==> config.mk <==
export PLATFORM = sky130hd
export DESIGN_NAME = iq_seq_top
export DESIGN_NICKNAME = d
export VERILOG_FILES = /design/src/hdl/iq_pkg.sv /design/src/hdl/iq_state_if.sv /design/src/hdl/seqnum.sv /design/src/hdl/dispatch_sel.sv /design/src/hdl/iq_seq_queue.sv /design/src/hdl/iq_status_apb.sv /design/src/hdl/iq_seq_top.sv
export SDC_FILE = /design/constraint.sdc
export NUM_CORES = 1
export LEC_CHECK = 0
export BUFFER_PORTS_ARGS = -buffer_cell sky130_fd_sc_hd__buf_2
export CAP_MARGIN = 20
export CORE_MARGIN = 5
export CORE_UTILIZATION = 45
export CTS_BUF_LIST = sky130_fd_sc_hd__clkbuf_8
export CTS_CLUSTER_DIAMETER = 30
export DETAILED_ROUTE_END_ITERATION = 8
export SKIP_LAST_GASP = 1
export SLEW_MARGIN = 20
export SYNTH_ARGS = -nofsm -noshare
export SYNTH_HDL_FRONTEND = slang
export SYNTH_SLANG_ARGS = --single-unit
export TNS_END_PERCENT = 50
==> constraint.sdc <==
create_clock -name clk -period 19.79 [get_ports clk]
set_clock_uncertainty 0.1 [all_clocks]
set_input_delay 3.958 -clock clk [delete_from_list [all_inputs] [get_ports clk]]
set_output_delay 3.958 -clock clk [all_outputs]
set_load 0.03 [all_outputs]
==> src/hdl/iq_pkg.sv <==
// Instruction queue shared definitions
`default_nettype none

package iq_pkg;

	// ==================================================
	// queue geometry
	// ==================================================

	// number of entries in the circular instruction queue
	localparam int QENTRIES = 8;

	// fetch slots presented to dispatch every cycle
	localparam int QSLOTS = 3;

	// width of one sequence number
	// the live numbers never exceed the occupancy, so eight bits is generous
	localparam int SNBITS = 8;

	// index of one queue entry
	typedef logic [2:0] qidx_t;

	// sequence number carried by each entry
	typedef logic [SNBITS-1:0] sn_t;

	// small count, 0 to 3 for slots and commits, 0 to 7 for low occupancy bits
	typedef logic [2:0] cnt_t;

	// occupancy of the queue, 0 to QENTRIES inclusive
	typedef logic [3:0] occ_t;

	// one bit per fetch slot
	typedef logic [QSLOTS-1:0] slot_vec_t;

	// ==================================================
	// APB register map
	// ==================================================

	// control, bit 0 holds debug_on
	localparam logic [7:0] REG_CTRL = 8'h00;
	// read-only status words
	localparam logic [7:0] REG_MAXSN = 8'h04;
	localparam logic [7:0] REG_OCC = 8'h08;
	localparam logic [7:0] REG_HEAD = 8'h0C;
	// entry n is read at REG_SN_BASE plus four times n
	localparam logic [7:0] REG_SN_BASE = 8'h20;

endpackage

`default_nettype wire

==> src/hdl/iq_state_if.sv <==
// Queue state bundle
`default_nettype none

// carries the queue contents to the sequence-number tracker and brings
// back the two search results the queue needs at the next edge
interface iq_state_if;

	// ==================================================
	// driven by the queue
	// ==================================================

	// one valid bit per entry
	logic [iq_pkg::QENTRIES-1:0] iq_v;

	// sequence number held by each entry
	iq_pkg::sn_t iq_sn [iq_pkg::QENTRIES];

	// heads[i] is the entry that sits i places from the head
	iq_pkg::qidx_t heads [iq_pkg::QENTRIES];

	// number of head entries retiring this cycle, already capped by occupancy
	iq_pkg::cnt_t hi_amt;

	// ==================================================
	// driven by the tracker
	// ==================================================

	// largest sequence number among the valid entries
	iq_pkg::sn_t maxsn;

	// amount taken off every surviving entry at commit
	iq_pkg::sn_t tosub;

	// the queue owns the arrays and uses the search results
	modport queue (output iq_v, iq_sn, heads, hi_amt, input maxsn, tosub);

	// the tracker only looks at the arrays
	modport tracker (input iq_v, iq_sn, heads, hi_amt, output maxsn, tosub);

endinterface

`default_nettype wire

==> src/hdl/seqnum.sv <==
// Sequence number search
`default_nettype none

// purely combinational, both results are used by the queue at the next edge
module seqnum
(
	iq_state_if.tracker st
);

	// search results before they are handed to the interface
	iq_pkg::sn_t maxsn_c;
	iq_pkg::sn_t tosub_c;

	// ==================================================
	// largest live sequence number
	// ==================================================

	// a plain scan over every entry
	// invalid entries may hold stale numbers so they are skipped
	always_comb
	begin
		maxsn_c = '0;
		for (int n = 0; n < iq_pkg::QENTRIES; n++)
		begin
			if (st.iq_v[n] && st.iq_sn[n] > maxsn_c)
			begin
				maxsn_c = st.iq_sn[n];
			end
		end
	end

	// ==================================================
	// commit subtrahend
	// ==================================================

	// walk the heads in age order and keep the number of the youngest
	// valid entry that retires this cycle
	// with no commit the result stays zero and nothing is renumbered
	always_comb
	begin
		tosub_c = '0;
		for (int j = 0; j < iq_pkg::QENTRIES; j++)
		begin
			if (j < int'(st.hi_amt))
			begin
				// only a valid head contributes its number
				if (st.iq_v[st.heads[j]])
				begin
					tosub_c = st.iq_sn[st.heads[j]];
				end
			end
		end
	end

	// numbers run 1 to occupancy from the head, so maxsn equals the occupancy
	// and tosub equals the number of entries retiring
	assign st.maxsn = maxsn_c;
	assign st.tosub = tosub_c;

endmodule

`default_nettype wire

==> src/hdl/dispatch_sel.sv <==
// Dispatch slot selector
`default_nettype none

// decides how many of the fetched slots enter the queue this cycle
// the enqueued slots are always the first ones of the group
module dispatch_sel
(
	input  logic              phit,
	input  iq_pkg::slot_vec_t slotv,
	input  iq_pkg::slot_vec_t take_branch,
	input  logic              branchmiss,
	input  logic              debug_on,
	input  iq_pkg::occ_t      occ,
	output iq_pkg::cnt_t      dispatch_count
);

	// slots that are really present this cycle
	iq_pkg::slot_vec_t live_c;
	// in-order count before any capping
	iq_pkg::cnt_t      raw_cnt;
	// set once a taken branch has been counted
	logic              stop_c;
	// free entries, counted before this cycle's commit
	iq_pkg::occ_t      free_c;
	// count after the capacity and mode limits
	iq_pkg::cnt_t      cnt_c;

	// a missed fetch presents nothing
	assign live_c = slotv & {iq_pkg::QSLOTS{phit}};

	// free space in the queue
	assign free_c = iq_pkg::occ_t'(iq_pkg::QENTRIES) - occ;

	// ==================================================
	// in-order count up to the first taken branch
	// ==================================================

	// slots are examined from 0 upwards
	// the taken branch itself is counted and anything after it is dropped
	always_comb
	begin
		raw_cnt = '0;
		stop_c = 1'b0;
		for (int i = 0; i < iq_pkg::QSLOTS; i++)
		begin
			if (live_c[i] && !stop_c)
			begin
				raw_cnt = raw_cnt + iq_pkg::cnt_t'(1);
				if (take_branch[i])
				begin
					stop_c = 1'b1;
				end
			end
		end
	end

	// ==================================================
	// limits
	// ==================================================

	always_comb
	begin
		cnt_c = raw_cnt;
		// a full queue brings the count to zero and fetch holds the slots
		if (iq_pkg::occ_t'(raw_cnt) > free_c)
		begin
			cnt_c = free_c[2:0];
		end
		// single stepping lets one instruction in at a time
		if (debug_on && cnt_c > iq_pkg::cnt_t'(1))
		begin
			cnt_c = iq_pkg::cnt_t'(1);
		end
		// nothing enters while the front end is redirecting
		if (branchmiss)
		begin
			cnt_c = '0;
		end
	end

	assign dispatch_count = cnt_c;

endmodule

`default_nettype wire

==> src/hdl/iq_seq_queue.sv <==
// Instruction queue with renumbering
`default_nettype none

// eight-entry circular queue holding only a valid bit and a sequence number
// per entry, enqueue and commit happen together in one edge
module iq_seq_queue
(
	input  logic          clk,
	input  logic          arst_n,
	input  iq_pkg::cnt_t  dispatch_count,
	input  iq_pkg::cnt_t  commit_amt,
	output iq_pkg::occ_t  occ,
	output iq_pkg::qidx_t head,
	iq_state_if.queue     st
);

	// ==================================================
	// state
	// ==================================================

	logic [iq_pkg::QENTRIES-1:0] v_q;
	iq_pkg::sn_t                 sn_q [iq_pkg::QENTRIES];
	iq_pkg::qidx_t               head_q;
	iq_pkg::qidx_t               tail_q;
	iq_pkg::occ_t                occ_q;

	// next-state values and helpers
	logic [iq_pkg::QENTRIES-1:0] v_nxt;
	iq_pkg::sn_t                 sn_nxt [iq_pkg::QENTRIES];
	iq_pkg::qidx_t               heads_c [iq_pkg::QENTRIES];
	iq_pkg::qidx_t               wr_idx [iq_pkg::QSLOTS];
	iq_pkg::cnt_t                commit_c;

	// commit can never retire more entries than the queue holds
	assign commit_c = (occ_q < iq_pkg::occ_t'(commit_amt)) ? occ_q[2:0] : commit_amt;

	// age order view of the queue, heads_c[0] is the oldest entry
	always_comb
	begin
		for (int i = 0; i < iq_pkg::QENTRIES; i++)
		begin
			heads_c[i] = head_q + iq_pkg::qidx_t'(i);
		end
	end

	// entries written by this cycle's dispatch, wrapping past the last entry
	always_comb
	begin
		for (int k = 0; k < iq_pkg::QSLOTS; k++)
		begin
			wr_idx[k] = tail_q + iq_pkg::qidx_t'(k);
		end
	end

	// ==================================================
	// next valid bits
	// ==================================================

	// dispatch is capped by the free space before commit, so the tail
	// entries written here are never among the retiring head entries
	always_comb
	begin
		v_nxt = v_q;
		for (int i = 0; i < iq_pkg::QSLOTS; i++)
		begin
			if (i < int'(commit_c))
			begin
				v_nxt[heads_c[i]] = 1'b0;
			end
		end
		for (int k = 0; k < iq_pkg::QSLOTS; k++)
		begin
			if (k < int'(dispatch_count))
			begin
				v_nxt[wr_idx[k]] = 1'b1;
			end
		end
	end

	// ==================================================
	// next sequence numbers
	// ==================================================

	// survivors slide down by tosub so the oldest live entry becomes 1
	// new entries continue from the renumbered maximum
	always_comb
	begin
		for (int n = 0; n < iq_pkg::QENTRIES; n++)
		begin
			sn_nxt[n] = sn_q[n];
			if (v_q[n])
			begin
				sn_nxt[n] = sn_q[n] - st.tosub;
			end
		end
		for (int k = 0; k < iq_pkg::QSLOTS; k++)
		begin
			if (k < int'(dispatch_count))
			begin
				sn_nxt[wr_idx[k]] = st.maxsn - st.tosub + iq_pkg::sn_t'(k + 1);
			end
		end
	end

	// control state
	always_ff @(posedge clk or negedge arst_n)
	begin
		if (!arst_n)
		begin
			v_q <= '0;
			head_q <= '0;
			tail_q <= '0;
			occ_q <= '0;
		end
		else
		begin
			v_q <= v_nxt;
			head_q <= head_q + commit_c;
			tail_q <= tail_q + dispatch_count;
			occ_q <= occ_q - iq_pkg::occ_t'(commit_c) + iq_pkg::occ_t'(dispatch_count);
		end
	end

	// per-entry sequence numbers, renumbered at every edge
	always_ff @(posedge clk)
	begin
		sn_q <= sn_nxt;
	end

	// state seen by the tracker and the status block
	assign st.iq_v = v_q;
	assign st.iq_sn = sn_q;
	assign st.heads = heads_c;
	assign st.hi_amt = commit_c;
	assign occ = occ_q;
	assign head = head_q;

endmodule

`default_nettype wire

==> src/hdl/iq_status_apb.sv <==
// APB control and status slave
`default_nettype none

// zero wait-state APB slave, the transfer is taken in the access phase
module iq_status_apb
(
	input  logic          clk,
	input  logic          arst_n,
	input  logic          psel,
	input  logic          penable,
	input  logic          pwrite,
	input  logic [7:0]    paddr,
	input  logic [31:0]   pwdata,
	output logic [31:0]   prdata,
	output logic          pready,
	output logic          pslverr,
	output logic          debug_on,
	input  iq_pkg::sn_t   maxsn,
	input  iq_pkg::occ_t  occ,
	input  iq_pkg::qidx_t head,
	input  iq_pkg::sn_t   iq_sn [iq_pkg::QENTRIES]
);

	// access phase of a transfer
	logic          access;
	// decode results
	logic          mapped_c;
	logic          ro_c;
	logic [31:0]   rdata_c;
	// entry selected by the windowed read
	iq_pkg::qidx_t sn_sel;
	// the only writable bit in the map
	logic          debug_q;

	assign access = psel & penable;
	assign sn_sel = paddr[4:2];

	// ==================================================
	// address decode and read mux
	// ==================================================

	always_comb
	begin
		rdata_c = '0;
		mapped_c = 1'b1;
		ro_c = 1'b1;
		case (paddr)
			iq_pkg::REG_CTRL:
			begin
				rdata_c = {31'b0, debug_q};
				ro_c = 1'b0;
			end
			iq_pkg::REG_MAXSN: rdata_c = 32'(maxsn);
			iq_pkg::REG_OCC:   rdata_c = 32'(occ);
			iq_pkg::REG_HEAD:  rdata_c = 32'(head);
			default:
			begin
				// word aligned addresses inside the entry window
				// the raw number comes back even for an empty entry
				if (paddr[7:5] == iq_pkg::REG_SN_BASE[7:5] && paddr[1:0] == 2'b00)
				begin
					rdata_c = 32'(iq_sn[sn_sel]);
				end
				else
				begin
					mapped_c = 1'b0;
				end
			end
		endcase
	end

	// ==================================================
	// control register
	// ==================================================

	// only a clean write to REG_CTRL lands, errored writes change nothing
	always_ff @(posedge clk or negedge arst_n)
	begin
		if (!arst_n)
			debug_q <= 1'b0;
		else if (access && pwrite && paddr == iq_pkg::REG_CTRL)
			debug_q <= pwdata[0];
	end

	// read data is valid in the same access cycle
	assign prdata = (access && !pwrite) ? rdata_c : '0;
	assign pready = 1'b1;
	// unmapped address or a write aimed at a status word
	assign pslverr = access & (~mapped_c | (pwrite & ro_c));
	assign debug_on = debug_q;

endmodule

`default_nettype wire

==> src/hdl/iq_seq_top.sv <==
// Sequence number tracker top
`default_nettype none

// dispatch and commit arrive on plain ports, the host sees the block
// through the APB slave
module iq_seq_top
(
	input  logic              clk,
	input  logic              arst_n,
	// fetch group presented to dispatch
	input  logic              phit,
	input  iq_pkg::slot_vec_t slotv,
	input  iq_pkg::slot_vec_t take_branch,
	input  logic              branchmiss,
	// retire request from the back end
	input  iq_pkg::cnt_t      commit_amt,
	// how many slots entered the queue this cycle
	output iq_pkg::cnt_t      dispatch_count,
	// APB slave
	input  logic              psel,
	input  logic              penable,
	input  logic              pwrite,
	input  logic [7:0]        paddr,
	input  logic [31:0]       pwdata,
	output logic [31:0]       prdata,
	output logic              pready,
	output logic              pslverr
);

	// single step mode from the control register
	logic          debug_on;
	// queue fill level and oldest entry
	iq_pkg::occ_t  occ;
	iq_pkg::qidx_t head;

	// queue contents shared with the tracker
	iq_state_if st_if ();

	// maxsn and tosub search
	seqnum u_seqnum
	(
		.st (st_if.tracker)
	);

	// dispatch width is decided before the queue is updated
	dispatch_sel u_dispatch_sel
	(
		.phit           (phit),
		.slotv          (slotv),
		.take_branch    (take_branch),
		.branchmiss     (branchmiss),
		.debug_on       (debug_on),
		.occ            (occ),
		.dispatch_count (dispatch_count)
	);

	// the queue applies enqueue, commit and renumbering in one edge
	iq_seq_queue u_queue
	(
		.clk            (clk),
		.arst_n         (arst_n),
		.dispatch_count (dispatch_count),
		.commit_amt     (commit_amt),
		.occ            (occ),
		.head           (head),
		.st             (st_if.queue)
	);

	// host control and status
	iq_status_apb u_status_apb
	(
		.clk      (clk),
		.arst_n   (arst_n),
		.psel     (psel),
		.penable  (penable),
		.pwrite   (pwrite),
		.paddr    (paddr),
		.pwdata   (pwdata),
		.prdata   (prdata),
		.pready   (pready),
		.pslverr  (pslverr),
		.debug_on (debug_on),
		.maxsn    (st_if.maxsn),
		.occ      (occ),
		.head     (head),
		.iq_sn    (st_if.iq_sn)
	);

endmodule

`default_nettype wire

==> tab_implementation.tex <==
\begin{tabular}{lr}
\hline
Metric & Value \\
\hline
\multicolumn{2}{l}{\textbf{Worst setup path}} \\
\quad Critical path buffer and inverter count & 8 \\
\quad Endpoint of the worst-slack reg-to-reg timing path & u\_queue.st.iq\_sn[54] \\
\quad CP max stage cell & sky130\_fd\_sc\_hd\_\_dfrtp\_2 \\
\quad Top delay family on crit path & compound AO/OA/AOI/OAI gates \\
\quad Data required, critical path & 15730 ps \\
\quad CP max stage delay & 510 ps \\
\quad Register-to-register path setup slack & approximately 2400 ps \\
\quad CP Class & flop to output port \\
\quad Register-to-Register Path Depth & 83 \\
\quad Nature of the critical path endpoint & output port \\
\quad Worst reg2reg startpoint & u\_queue.st.iq\_v[0] \\
\quad Critical-path maximum fanout & 13 \\
\quad Data arrival at the endpoint of the critical path & approximately 15000 ps \\
\quad Most used cell, CP & sky130\_fd\_sc\_hd\_\_o21ai\_0 \\
\quad CP startpoint kind & flop \\
\multicolumn{2}{l}{\textbf{Drt}} \\
\quad Routed vias & about 14k \\
\quad Overall routed net length & between 50 and 60 mm \\
\quad Post-detailed-route via-to-cell ratio & 6.62 \\
\quad Length of the first detailed-routing pass in iterations & 8 \\
\quad DRT antenna net count & 0 \\
\quad Starting DRT DRC Count & between 1.5k and 2k \\
\quad Routed length per instance & 25.5 um \\
\quad DRC violations left & 0 \\
\multicolumn{2}{l}{\textbf{Floorplanning}} \\
\quad \# IOs & 93 \\
\quad Floorplan row count & 64 \\
\quad Die Span X & 187 um \\
\quad Standard cell core area & about 30000 um2 \\
\quad Initial core utilization & 0.459 \\
\quad Overall die area & between 30000 and 40000 um2 \\
\quad Height of the die & between 150 and 200 um \\
\multicolumn{2}{l}{\textbf{STA}} \\
\quad Final setup violation count & 0 \\
\quad Worst slew margin & 0.185 \\
\quad Top achievable clock speed & 53.6 MHz \\
\quad Post-route fraction of the period consumed by the critical path & 0.944 \\
\quad Final hold vios & 0 \\
\quad Transition at the pin with the smallest max-transition slack & 1220 ps \\
\quad Post-route minimum period & roughly 19000 ps \\
\quad Max-slew violation count & 0 \\
\multicolumn{2}{l}{\textbf{Logic synthesis}} \\
\quad YS warnings & 0 \\
\quad Share of synthesized flip-flops with an asynchronous set or reset & 0.229 \\
\quad Largest family of logic cells by synthesized area & compound AO/OA/AOI/OAI gates \\
\quad Netlist area before placement & between 10000 and 15000 um2 \\
\quad Mean cell area of the mapped netlist & roughly 8.2 um2 \\
\quad Post-synthesis sequential element count & just over 80 \\
\quad Adder-cell area share of the yosys netlist & 0.140 \\
\quad Post-synthesis share of cell area spent on and, or, nand and nor gates & 0.143 \\
\quad Sequential area share after synthesis & 0.124 \\
\quad Number of distinct standard cells referenced by the synthesized netlist & 80 \\
\quad Multiplexer share of the synthesized area & 0.225 \\
\quad Post-Synth XOR/XNOR Area & 0.0655 \\
\quad Gate Count Post-Synth & around 1.7k \\
\quad Share of the synthesized area in compound gates (AO/OA/AOI/OAI) & 0.240 \\
\quad Number of enable flip-flop cells after synthesis & 0 \\
\quad Predominant post-synthesis flop cell & sky130\_fd\_sc\_hd\_\_dfxtp\_1 \\
\multicolumn{2}{l}{\textbf{CTS}} \\
\quad Max Root-Sink Buffers & 2 \\
\quad CTS tree & yes \\
\quad Clock root buffer master & sky130\_fd\_sc\_hd\_\_clkbuf\_8 \\
\quad Number of sinks on the clock net & 83 \\
\quad Clk pin slew, worst setup/hold paths & approximately 100 ps \\
\quad TritonCTS Buffers & 9 \\
\quad Number of buffers inserted by hold repair at cts & 0 \\
\quad Clock Latency Late Sink & about 400 ps \\
\quad Total number of H-tree levels & 3 \\
\multicolumn{2}{l}{\textbf{Finish}} \\
\quad Number of nets in the finished design & slightly below 2k \\
\quad Number of filler cells placed in the layout & roughly 3.0k \\
\quad Combined flip-flop and latch cell area & between 1500 and 2000 um2 \\
\quad Syn-to-layout area delta & 7.66\% \\
\quad Count of placed standard cells in the final layout, fillers left out & approximately 2.1k \\
\quad Number of antenna diodes & 0 \\
\quad Share of post-route cells with drive strength above 1 & 0.153 \\
\quad Combined area of the multi-input logic cells & roughly 12000 um2 \\
\multicolumn{2}{l}{\textbf{Global route}} \\
\quad First-pass GRT wire length & about 82 mm \\
\quad Vias in the first global route & 12.9k \\
\quad Remaining global-route overflow & 0 \\
\quad Pin count of the biggest net entering global routing & 58 \\
\quad Total routing usage reported by global routing & 0.301 \\
\quad Antenna violations before repair & 0 \\
\multicolumn{2}{l}{\textbf{Run status}} \\
\quad Result of the run & finished clean \\
\multicolumn{2}{l}{\textbf{Placement}} \\
\quad Number of placed instances, taps included & roughly 2.1k \\
\quad Half-perimeter wire length after detailed placement & 41.3 mm \\
\quad IO Port Bufs & 35 \\
\quad Final weighted congestion in routability-driven placement & between 1 and 1.5 \\
\multicolumn{2}{l}{\textbf{Worst hold path}} \\
\quad Endpoint, Worst Hold & u\_status\_apb.debug\_on \\
\quad Instance count along the most critical hold path & 1 \\
\quad Worst Hold Launch & u\_status\_apb.debug\_on \\
\quad Worst Hold Class & flop to flop \\
\multicolumn{2}{l}{\textbf{Job}} \\
\quad Number of violations of the max-capacitance limit & 0 \\
\hline
\end{tabular}
[cells by family after synthesis]
| group | count (synthesis) |
|---|---|
| other | 2 |
| adders and majority gates | 149 |
| muxes | 205 |
| buffers and inverters | 205 |
| xor gates and xnor gates | 103 |
| DFF | 83 |
| and+or+nand+nor | 459 |
| AOI/OAI and AO/OA | 514 |
[area by class of cell]
| cell class | count | area share |
|---|---|---|
| multi-input cells | 1456 | 0.771 |
| flip-flops and latches | 83 | 0.116 |
| repair buffers | 99 | 0.0441 |
| well taps | 396 | 0.0326 |
| inverters | 88 | 0.0217 |
| clock buffers | 10 | 0.00906 |
| clock inverters | 6 | 0.00585 |
[worst max path at each step]
| stage | to | slack, ps | cells after the start | start |
|---|---|---|---|---|
| floorplan | prdata[1] | 1700 | 77 | u_queue.st.iq_v[0] |
| global placement | prdata[1] | 350 | 71 | u_queue.st.iq_v[0] |
| detailed placement | prdata[1] | 100 | 71 | u_queue.st.iq_v[0] |
| CTS | prdata[2] | 90 | 71 | u_queue.st.iq_v[0] |
| global route | prdata[1] | -20 | 71 | u_queue.st.iq_v[0] |
| finish | prdata[1] | 1120 | 74 | u_queue.st.iq_v[0] |
[timing repair]
| action | CTS | global route |
|---|---|---|
| resized for setup | 4 | 19 |
| gates cloned | 0 | 1 |
| setup buffers | 0 | 12 |
| setup endpoints to repair | 8 | 14 |
| pin swaps | 0 | 6 |
[sequential cells by signal, indices dropped and copies added (netlist names)]
register               cells
u_queue.st.iq_v            8
u_queue.head               3
u_queue.tail_q             3
u_queue.st.iq_sn          64
u_queue.occ                4
u_status_apb.debug_on      1
[cell usage after synthesis (11+ instances only)]
cell,count,share of area
sky130_fd_sc_hd__nand2_1,208,0.055
sky130_fd_sc_hd__ha_1,135,0.12
sky130_fd_sc_hd__nor2_1,126,0.034
sky130_fd_sc_hd__a21oi_1,112,0.040
sky130_fd_sc_hd__o21ai_0,111,0.039
sky130_fd_sc_hd__mux2i_1,97,0.069
sky130_fd_sc_hd__inv_1,87,0.023
sky130_fd_sc_hd__mux4_2,87,0.14
sky130_fd_sc_hd__a21o_1,84,0.045
sky130_fd_sc_hd__clkbuf_1,75,0.020
sky130_fd_sc_hd__dfxtp_1,64,0.091
sky130_fd_sc_hd__xnor2_1,61,0.038
sky130_fd_sc_hd__a211oi_1,46,0.024
sky130_fd_sc_hd__xor2_1,39,0.024
sky130_fd_sc_hd__o211ai_1,37,0.020
sky130_fd_sc_hd__nand3_1,26,0.0092
sky130_fd_sc_hd__buf_4,25,0.013
sky130_fd_sc_hd__dfrtp_1,19,0.034
sky130_fd_sc_hd__a31oi_1,18,0.0080
sky130_fd_sc_hd__nor3_1,18,0.0064
sky130_fd_sc_hd__mux2_2,17,0.014
sky130_fd_sc_hd__o221ai_1,17,0.011
sky130_fd_sc_hd__fa_1,14,0.020
sky130_fd_sc_hd__nor2b_1,13,0.0058
sky130_fd_sc_hd__a221oi_1,11,0.0068
sky130_fd_sc_hd__buf_1,11,0.0029
sky130_fd_sc_hd__o22ai_1,11,0.0049
sky130_fd_sc_hd__or3_1,11,0.0049
[metrics by stage]
step | util | setup slack [ps] | hold slack [ps] | setup TNS, ps | cell area, um2
global placement | 0.479 | 346 | 510 | 0 | 14700
global route | 0.494 | -16.9 | 583 | -29.6 | 15200
CTS | 0.488 | 90.7 | 537 | 0 | 15000
finish | 0.494 | 1120 | 547 | 0 | 15200
detailed placement | 0.480 | 100 | 512 | 0 | 14800
floorplan | - | 1700 | 456 | 0 | 14200
[per-layer routing]
metal / vias up / wire length (um) / GRT usage / part of all wire
met5: - / 0 / 0 / 0
li1: 6403 / - / - / -
met1: 6845 / 22400 / 0.419 / 0.41
met4: 0 / 2590 / 0.135 / 0.048
met3: 134 / 6100 / 0.0560 / 0.11
met2: 779 / 23400 / 0.455 / 0.43
[placed cells by master, fill, tap and decap left out, types with 25 or more instances in the layout]
cell type | Yosys | layout
sky130_fd_sc_hd__o21ai_0 | 111 | 106
sky130_fd_sc_hd__conb_1 | 2 | 25
sky130_fd_sc_hd__nand3_1 | 26 | 26
sky130_fd_sc_hd__a211oi_1 | 46 | 44
sky130_fd_sc_hd__mux2i_1 | 97 | 96
sky130_fd_sc_hd__nand2_1 | 208 | 208
sky130_fd_sc_hd__nor2_1 | 126 | 124
sky130_fd_sc_hd__buf_2 | 4 | 34
sky130_fd_sc_hd__buf_4 | 25 | 62
sky130_fd_sc_hd__o211ai_1 | 37 | 37
sky130_fd_sc_hd__xor2_1 | 39 | 39
sky130_fd_sc_hd__xnor2_1 | 61 | 53
sky130_fd_sc_hd__inv_1 | 87 | 87
sky130_fd_sc_hd__mux4_2 | 87 | 87
sky130_fd_sc_hd__ha_1 | 135 | 134
sky130_fd_sc_hd__a21o_1 | 84 | 84
sky130_fd_sc_hd__a21oi_1 | 112 | 111
sky130_fd_sc_hd__dfxtp_1 | 64 | 64
Power is not shown: default switching activity piles up to over one toggle a cycle in this logic, so the estimate is an artifact.
